## config.mk

```make
export PLATFORM = sky130hd
export DESIGN_NAME = result_arbiter
export DESIGN_NICKNAME = d
export VERILOG_FILES = /design/src/design/exec_pkg.sv /design/src/design/result_arbiter.sv
export SDC_FILE = /design/constraint.sdc
export NUM_CORES = 1
export LEC_CHECK = 0
export BUFFER_PORTS_ARGS = -buffer_cell sky130_fd_sc_hd__buf_2
export CORE_ASPECT_RATIO = 0.8
export CORE_MARGIN = 2
export CORE_UTILIZATION = 55
export DETAILED_ROUTE_END_ITERATION = 8
export HOLD_SLACK_MARGIN = 0.05
export MAX_ROUTING_LAYER = met4
export PLACE_DENSITY = 0.74
export REMOVE_ABC_BUFFERS = 1
export SLEW_MARGIN = 10
export SYNTH_ARGS = -nofsm -noshare
export SYNTH_HDL_FRONTEND = slang
export SYNTH_SLANG_ARGS = --single-unit
```

## constraint.sdc

```tcl
create_clock -name clk -period 8.63 [get_ports clk]
set_clock_uncertainty 0.1 [all_clocks]
set_input_delay 0.863 -clock clk [delete_from_list [all_inputs] [get_ports clk]]
set_output_delay 0.863 -clock clk [all_outputs]
set_load 0.01 [all_outputs]
```

## src/design/exec_pkg.sv

```systemverilog
`default_nettype none

package exec_pkg;

  // datapath width of one general register
  parameter int XLEN = 64;

  // reorder-buffer index width
  parameter int ROB_IDX_W = 6;

  // alu opcodes
  // the cs* family picks a or a modified b on a condition
  typedef enum logic [3:0] {
    alu_plus  = 4'd0,
    alu_minus = 4'd1,
    alu_orn   = 4'd2,
    alu_or    = 4'd3,
    alu_eor   = 4'd4,
    alu_and   = 4'd5,
    alu_csel  = 4'd6,
    alu_csinc = 4'd7,
    alu_csinv = 4'd8,
    alu_csneg = 4'd9
  } alu_op_t;

  // arm condition codes, standard encoding order
  typedef enum logic [3:0] {
    cond_eq = 4'h0,
    cond_ne = 4'h1,
    cond_cs = 4'h2,
    cond_cc = 4'h3,
    cond_mi = 4'h4,
    cond_pl = 4'h5,
    cond_vs = 4'h6,
    cond_vc = 4'h7,
    cond_hi = 4'h8,
    cond_ls = 4'h9,
    cond_ge = 4'ha,
    cond_lt = 4'hb,
    cond_gt = 4'hc,
    cond_le = 4'hd,
    cond_al = 4'he,
    cond_nv = 4'hf
  } cond_t;

  // memory op kind
  typedef enum logic {
    ls_load  = 1'b0,
    ls_store = 1'b1
  } ls_op_t;

  // source unit of a writeback
  typedef enum logic {
    unit_alu = 1'b0,
    unit_lsu = 1'b1
  } unit_t;

  // bit positions inside a 4-bit nzcv vector
  parameter int NZCV_N = 3;
  parameter int NZCV_Z = 2;
  parameter int NZCV_C = 1;
  parameter int NZCV_V = 0;

endpackage

`default_nettype wire

```

## src/design/result_arbiter.sv

```systemverilog
`timescale 1ns/1ps
`default_nettype none

module result_arbiter import exec_pkg::*; #(
  parameter int ALU_CREDITS = 4,
  parameter int LS_CREDITS  = 4,
  parameter int ROB_CREDITS = 2
) (
  input  logic                 clk,
  input  logic                 arst_n,
  input  logic                 alu_valid,
  input  logic [XLEN-1:0]      alu_value,
  input  logic [3:0]           alu_nzcv,
  input  logic                 alu_set_flags,
  input  logic [ROB_IDX_W-1:0] alu_tag,
  input  logic                 ls_valid,
  input  logic [XLEN-1:0]      ls_value,
  input  logic [ROB_IDX_W-1:0] ls_tag,
  input  logic                 rob_credit,
  output logic                 alu_credit,
  output logic                 ls_credit,
  output logic                 rob_done,
  output logic [ROB_IDX_W-1:0] rob_tag,
  output logic [XLEN-1:0]      rob_value,
  output logic                 rob_set_flags,
  output logic [3:0]           rob_nzcv,
  output unit_t                rob_unit
);

  // pointer and count widths, depth need not be a power of two
  localparam int AP_W = (ALU_CREDITS > 1) ? $clog2(ALU_CREDITS) : 1;
  localparam int LP_W = (LS_CREDITS > 1) ? $clog2(LS_CREDITS) : 1;
  localparam int AC_W = $clog2(ALU_CREDITS + 1);
  localparam int LC_W = $clog2(LS_CREDITS + 1);
  localparam int SC_W = $clog2(ROB_CREDITS + 1);

  // alu result buffer
  logic [XLEN-1:0]      alu_val_buf [ALU_CREDITS];
  logic [3:0]           alu_nzcv_buf [ALU_CREDITS];
  logic                 alu_sf_buf [ALU_CREDITS];
  logic [ROB_IDX_W-1:0] alu_tag_buf [ALU_CREDITS];
  logic [AP_W-1:0]      alu_wr;
  logic [AP_W-1:0]      alu_rd;
  logic [AC_W-1:0]      alu_cnt;

  // lsu result buffer, no flags
  logic [XLEN-1:0]      ls_val_buf [LS_CREDITS];
  logic [ROB_IDX_W-1:0] ls_tag_buf [LS_CREDITS];
  logic [LP_W-1:0]      ls_wr;
  logic [LP_W-1:0]      ls_rd;
  logic [LC_W-1:0]      ls_cnt;

  // free rob slots and next unit to favour
  logic [SC_W-1:0]      slots;
  unit_t                rr;
  logic                 pop_alu;
  logic                 pop_ls;

  // alternate on contention, else take the non-empty one
  assign pop_alu = (slots != '0) && (alu_cnt != '0) && ((ls_cnt == '0) || (rr == unit_alu));
  assign pop_ls  = (slots != '0) && (ls_cnt != '0) && !pop_alu;

  always_ff @(posedge clk or negedge arst_n) begin
    if (!arst_n) begin
      alu_wr  <= '0;
      alu_rd  <= '0;
      alu_cnt <= '0;
      ls_wr   <= '0;
      ls_rd   <= '0;
      ls_cnt  <= '0;
    end else begin
      if (alu_valid) begin
        alu_wr <= (alu_wr == AP_W'(ALU_CREDITS - 1)) ? '0 : alu_wr + 1'b1;
      end
      if (pop_alu) begin
        alu_rd <= (alu_rd == AP_W'(ALU_CREDITS - 1)) ? '0 : alu_rd + 1'b1;
      end
      if (ls_valid) begin
        ls_wr <= (ls_wr == LP_W'(LS_CREDITS - 1)) ? '0 : ls_wr + 1'b1;
      end
      if (pop_ls) begin
        ls_rd <= (ls_rd == LP_W'(LS_CREDITS - 1)) ? '0 : ls_rd + 1'b1;
      end
      alu_cnt <= alu_cnt + AC_W'(alu_valid) - AC_W'(pop_alu);
      ls_cnt  <= ls_cnt + LC_W'(ls_valid) - LC_W'(pop_ls);
    end
  end

  always_ff @(posedge clk or negedge arst_n) begin
    if (!arst_n) begin
      slots      <= SC_W'(ROB_CREDITS);
      rr         <= unit_alu;
      rob_done   <= 1'b0;
      alu_credit <= 1'b0;
      ls_credit  <= 1'b0;
    end else begin
      // one slot spent per writeback, one back per rob_credit
      slots      <= slots - SC_W'(pop_alu || pop_ls) + SC_W'(rob_credit);
      rob_done   <= pop_alu || pop_ls;
      alu_credit <= pop_alu;
      ls_credit  <= pop_ls;
      if (pop_alu) begin
        rr <= unit_lsu;
      end else if (pop_ls) begin
        rr <= unit_alu;
      end
    end
  end

  always_ff @(posedge clk) begin
    if (alu_valid) begin
      alu_val_buf[alu_wr]  <= alu_value;
      alu_nzcv_buf[alu_wr] <= alu_nzcv;
      alu_sf_buf[alu_wr]   <= alu_set_flags;
      alu_tag_buf[alu_wr]  <= alu_tag;
    end
    if (ls_valid) begin
      ls_val_buf[ls_wr] <= ls_value;
      ls_tag_buf[ls_wr] <= ls_tag;
    end
  end

  // registered writeback payload
  always_ff @(posedge clk) begin
    if (pop_alu) begin
      rob_tag       <= alu_tag_buf[alu_rd];
      rob_value     <= alu_val_buf[alu_rd];
      rob_set_flags <= alu_sf_buf[alu_rd];
      rob_nzcv      <= alu_nzcv_buf[alu_rd];
      rob_unit      <= unit_alu;
    end else if (pop_ls) begin
      rob_tag       <= ls_tag_buf[ls_rd];
      rob_value     <= ls_val_buf[ls_rd];
      // lsu never touches flags
      rob_set_flags <= 1'b0;
      rob_nzcv      <= 4'b0000;
      rob_unit      <= unit_lsu;
    end
  end

  // issuer credits must keep both buffers from overflowing
  a_alu_no_overflow: assert property (@(posedge clk) disable iff (!arst_n)
    alu_valid |-> (alu_cnt < AC_W'(ALU_CREDITS)));
  a_ls_no_overflow: assert property (@(posedge clk) disable iff (!arst_n)
    ls_valid |-> (ls_cnt < LC_W'(LS_CREDITS)));

  // rob must not return more slots than it owns
  a_slots_bound: assert property (@(posedge clk) disable iff (!arst_n)
    slots <= SC_W'(ROB_CREDITS));

endmodule

`default_nettype wire

```

# After elaboration in Yosys (flattened, before gate mapping)
# Memories as Yosys holds them, arrays and structs flattened.
# Index checks and enable logic that the tools add are counted.
dict set report op_classes {
  add_sub_neg 10
  eq_ne 4
  mux 17
  bitwise 1
  n_reduce_logical 12
}
# operator n
set ops {}
lappend ops {{64-bit 2-to-1 mux} 2}
lappend ops {{6-bit 2-to-1 mux} 2}
lappend ops {{2-bit by 1-bit adder with 2-bit output, second input constant} 4}
lappend ops {{2-bit == test, second input constant} 4}
lappend ops {{2-bit 2-to-1 mux} 4}
lappend ops {{4-bit 2-to-1 mux} 2}
lappend ops {{1-bit 2-to-1 mux} 7}
lappend ops {{3-bit by 1-bit adder with 3-bit output} 2}
lappend ops {{3-bit nonzero test} 2}
lappend ops {{3-bit by 1-bit subtractor with 3-bit output} 2}
lappend ops {{1-bit logical AND} 4}
lappend ops {{2-bit nonzero test} 2}
lappend ops {{3-bit logical NOT} 1}
lappend ops {{2-bit by 1-bit adder with 2-bit output} 1}
lappend ops {{1-bit logical OR} 2}
lappend ops {{2-bit by 1-bit subtractor with 2-bit output} 1}
lappend ops {{1-bit logical NOT} 1}
lappend ops {{1-bit inverter} 1}
dict set report word_totals {
  reg_bits 96
  in_bits 150
  ram_bits 580
  output_inout_bits 79
  mem_count 6
}
# name depth word_bits rd rd_clocked_by_memory_dff write_ports line
set mem_list {}
lappend mem_list {alu_val_buf 4 64 1 0 1 result_arbiter.sv:38} ;# logic [XLEN-1:0] alu_val_buf [ALU_CREDITS];
lappend mem_list {ls_val_buf 4 64 1 0 1 result_arbiter.sv:47} ;# logic [XLEN-1:0] ls_val_buf [LS_CREDITS];
lappend mem_list {alu_tag_buf 4 6 1 0 1 result_arbiter.sv:41} ;# logic [ROB_IDX_W-1:0] alu_tag_buf [ALU_CREDITS];
lappend mem_list {ls_tag_buf 4 6 1 0 1 result_arbiter.sv:48} ;# logic [ROB_IDX_W-1:0] ls_tag_buf [LS_CREDITS];
lappend mem_list {alu_nzcv_buf 4 4 1 0 1 result_arbiter.sv:39} ;# logic [3:0] alu_nzcv_buf [ALU_CREDITS];
lappend mem_list {alu_sf_buf 4 1 1 0 1 result_arbiter.sv:40} ;# logic alu_sf_buf [ALU_CREDITS];

# Longest topological paths before layout
dict set report logic_depth {
  word_depth 8
  ltp_mapped 13
  depth_no_buf 10
}

# Worst setup path before layout
# Ideal clock, no wire load.
dict set report synth_timing {
  path_type {flip-flop to flip-flop}
  start {register ls_cnt[1]}
  end {register slots[1]}
  stages_incl_launch_ff 8
  synth_period_minus_slack_ns 3.584
  t_required_ns 8.455
  path_buffers 0
  arrival_time_ns 3.408
  setup_time_ns 0.075
  setup_slack_ns 5.046
  path_cell_list {dfrtp_1 o32ai_1 nand2_1 ha_1 inv_1 ha_1 xnor2_1 xnor2_1}
}
dict set report synth_between {
  elab_chain_cells 8
}
# item line
set synth_rtl {}
lappend synth_rtl {{start: declaration} result_arbiter.sv:51} ;# logic [LC_W-1:0] ls_cnt;
lappend synth_rtl {{start signal: assignment} result_arbiter.sv:85} ;# ls_cnt <= ls_cnt + LC_W'(ls_valid) - LC_W'(pop_ls);
lappend synth_rtl {{3-bit logical NOT} result_arbiter.sv:60} ;# assign pop_alu = (slots != '0) && (alu_cnt != '0) && ((ls_cnt == '0) || (rr == unit_alu));
lappend synth_rtl {{1-bit logical OR} result_arbiter.sv:60}
lappend synth_rtl {{1-bit logical AND} result_arbiter.sv:60}
lappend synth_rtl {{1-bit logical NOT} result_arbiter.sv:61} ;# assign pop_ls = (slots != '0) && (ls_cnt != '0) && !pop_alu;
lappend synth_rtl {{1-bit logical AND} result_arbiter.sv:61}
lappend synth_rtl {{1-bit logical OR (*)} result_arbiter.sv:98} ;# slots <= slots - SC_W'(pop_alu || pop_ls) + SC_W'(rob_credit);
lappend synth_rtl {{2-bit by 1-bit subtractor with 2-bit output (*)} result_arbiter.sv:98}
lappend synth_rtl {{2-bit by 1-bit adder with 2-bit output (*)} result_arbiter.sv:98}
lappend synth_rtl {{end signal: assignment} result_arbiter.sv:91} ;# slots <= SC_W'(ROB_CREDITS);
lappend synth_rtl {{end signal: assignment} result_arbiter.sv:98}
lappend synth_rtl {{end: declaration} result_arbiter.sv:54} ;# logic [SC_W-1:0] slots;
# Mark *: on every way between the ends. The rest lies on a longest branch, timed or not.
# A chain may end at the register's enable or synchronous reset.

# Final worst setup path
dict set report layout_timing {
  start {register alu_cnt[1]}
  end {register rob_value[11] (data pin)}
}
dict set report layout_between {
  elab_chain_cells 4
}
# item line
set layout_rtl {}
lappend layout_rtl {{start: declaration} result_arbiter.sv:44} ;# logic [AC_W-1:0] alu_cnt;
lappend layout_rtl {{start signal: assignment} result_arbiter.sv:84} ;# alu_cnt <= alu_cnt + AC_W'(alu_valid) - AC_W'(pop_alu);
lappend layout_rtl {{3-bit nonzero test} result_arbiter.sv:60}
lappend layout_rtl {{1-bit logical AND (2 in series)} result_arbiter.sv:60}
lappend layout_rtl {{64-bit 2-to-1 mux} result_arbiter.sv:125} ;# if (pop_alu) begin
lappend layout_rtl {{end signal: assignment} result_arbiter.sv:127} ;# rob_value <= alu_val_buf[alu_rd];
lappend layout_rtl {{end signal: assignment} result_arbiter.sv:133} ;# rob_value <= ls_val_buf[ls_rd];
lappend layout_rtl {{end: declaration} result_arbiter.sv:24} ;# output logic [XLEN-1:0] rob_value,
# Every way passes these cells.

==> impl_metrics.ini <==
[run_status]
outcome = complete, no violations

[place]
port_buffers = 228
dp_hpwl_mm = 28.4
gp_congestion = 0.746
placed_area_um2 = 26900
dp_cells = 1816

[detailed_routing]
wirelength_mm = 50.6
drtAntennaViolNets = 0
dr.pass1.iters = 5
via_per_inst = 5.76
drtIter0Drc = 905
drcViolationCount = 0
wl_per_cell_um = 26.1
vias = 11200

[floorplan]
dieArea_um2 = 47400
die_x_um = 243
fp.dieH_um = 195
start_util = 0.561
rows = 69
io_pins = 229
core_um2 = 44700

[logic_synthesis]
synthTopCellsByArea = edfxtp_1, mux4_2, mux2_2, dfrtp_1, ha_1
async_reset_ff_frac = 0.0296
synth_top_cell_by_area = edfxtp_1
yosysWarnings = 0
seq_area_frac_synth = 0.805
syn_area_per_cell_um2 = 24.8
syn_inst = 1013
synth_ff_type = edfxtp_1
synth_edf_count = 655
synth_top_area_frac = 0.784
synth_most_common_cell = edfxtp_1
netlist_area_um2 = 25100
synth_common_cells = edfxtp_1, mux4_2, mux2_2
synth_cell_types = 28
ys_ff_latch = 676

[timing]
setup_tns_ns = 0
timing.final.crit_share = 0.359
hold_viol_final = 0
worst_pin_slew_ns = 1.19
rsz0062_at_grt = no
finalSetupViolCount = 0
maxSlewViolCount = 0
relSlewSlack = 0.205
min_period_ns = 3.10
fmax_ghz = 0.323

[clock_tree]
hold_buffers = 0
cts_max_level = 2
clkSlewWorstSetupHoldPaths_ns = 0.06
cts_made_buffers = 59
clkLatencyLatePin_ns = 0.62
ctsResizeCount = 0
cts_max_path_buffers = 3
postCtsSetupBuffers = 0
root_buffer = clkbuf_16
clkSinkCount = 676
cts_tree = built

[grt]
grt_overflow = 0
grt_use_total = 0.227
antenna_found_initial = 14
grt_pass1_vias = 12100
grt_start_max_net_pins = 69
grt_pass1_wl_mm = 76.0

[finish]
stdcell_area_um2 = 28900
instances_no_fill = 1939
area_growth_pct = 15.2
seqCellArea_um2 = 20200
multi_input_area_um2 = 4640
drive_gt1_frac = 0.429
nFillCells = 2956
finalNetCount = 1442

[power_and_ir_drop]
p_per_area_nw_per_um2 = 356
p_leak_nw = 9.82
vdd_drop_max_mv = 0.269

[job]
max_cap_viol_count = 0

[setup_path]
required_ns = 8.89
worst_path_largest_cell_delay_ns = 0.76
cpMaxStageDelayCell = buf_4
cp-start-kind = flop
setup.worst_path.end_class = flop
critPathKind = reg -> reg
crit_fanout = 47
arrival_ns = 3.36
critical_path.cell_chain = o32ai_2 > nand2b_4 > buf_4 > mux2_2

[worst_hold_path]
holdCritPathClass = in -> async
==> final timing paths <==
kind	from	endpoint	slack, ns	cells after the start
worst max-delay path	alu_cnt[1]	rob_value[11]	5.53	4
worst min-delay path	arst_n	rob_done	0.10	1
worst max register to register	alu_cnt[1]	rob_value[11]	5.53	4
worst min register to register	slots[1]	slots[1]	0.41	1
max in group asynchronous	arst_n	ls_rd[0]	7.96	1
min in group clk	alu_value[18]	alu_val_buf[2][18]	0.35	1
==> logic make-up (layout without fill, tap and decap cells) <==
kind of cell / Yosys count / in the layout / synth area share
adder cells (fa/ha/maj): 18 / 18 / 0.00957
AO/OA/AOI/OAI: 11 / 11 / 0.00319
XOR/XNOR: 6 / 6 / 0.00209
other: 0 / 16 / 0
AND/OR/NAND/NOR: 25 / 25 / 0.00518
buffers and inverters: 58 / 365 / 0.0121
flip-flops: 676 / 676 / 0.805
multiplexers: 219 / 219 / 0.163
==> state kept, by name, indices dropped and copies added, names as in the netlist, 6 cells and up <==
name / count
alu_tag_buf: 24
ls_tag_buf: 24
alu_val_buf: 256
ls_val_buf: 256
alu_nzcv_buf: 16
rob_tag: 6
rob_value: 64
==> stage by stage <==
| stage | power [mW] | utilization | hold WS [ns] | setup WS [ns] |
|---|---|---|---|---|
| floorplan | 6.85 | - | 0.378 | 4.35 |
| finish | 10.3 | 0.647 | 0.100 | 5.53 |
| CTS | 10.4 | 0.646 | 0.0845 | 5.42 |
| global route | 10.8 | 0.647 | 0.117 | 5.29 |
| detailed placement | 7.72 | 0.602 | 0.406 | 5.45 |
| global placement | 7.64 | 0.602 | 0.401 | 5.48 |
==> worst max-delay path, delay by kind of cell (launching register included) <==
| kind | cells | cell delay, ns |
|---|---|---|
| simple gates | 1 | 0.59 |
| compound gates | 1 | 0.39 |
| flops | 1 | 0.44 |
| mux | 1 | 0.42 |
| buf+inv | 1 | 0.76 |
==> cell type report <==
cell class	count	area share
diodes	16	0.00138
clock buffers	67	0.0521
clock inverters	40	0.0163
inverters	16	0.00208
multi-input cells	279	0.160
flip-flops and latches	676	0.699
well taps	603	0.0261
repair buffers	242	0.0431
==> cell usage in the layout, fill, tap and decap left out, types with 5 or more instances in the layout <==
cell type,n
inv_1,16
diode_2,16
o21ai_0,6
edfxtp_1,655
buf_4,14
dfrtp_1,15
xnor2_1,6
buf_2,228
bufinv_16,10
clkbuf_16,59
clkinv_2,10
nor2b_1,5
ha_1,16
nand2_1,5
clkinv_1,10
clkbuf_1,8
mux4_2,145
mux2_2,74
and2_4,8
==> layer usage <==
metal	share of wire	wire, um	vias up	global-route usage
li1	-	-	4804	-
met1	0.42	21100	5911	0.307
met2	0.49	25000	401	0.356
met3	0.074	3750	50	0.0529
met4	0.015	739	0	0.0541
met5	0	0	-	-
==> where the power goes <==
part | switching, mW | leakage [nW] | internal [mW]
Clock | 1.14 | 0.964 | 1.55
Sequential | 0.372 | 6.35 | 4.51
Combinational | 1.39 | 2.51 | 1.33
Total | 2.90 | 9.82 | 7.39
Note: power is estimated with default switching activity, not from simulation.
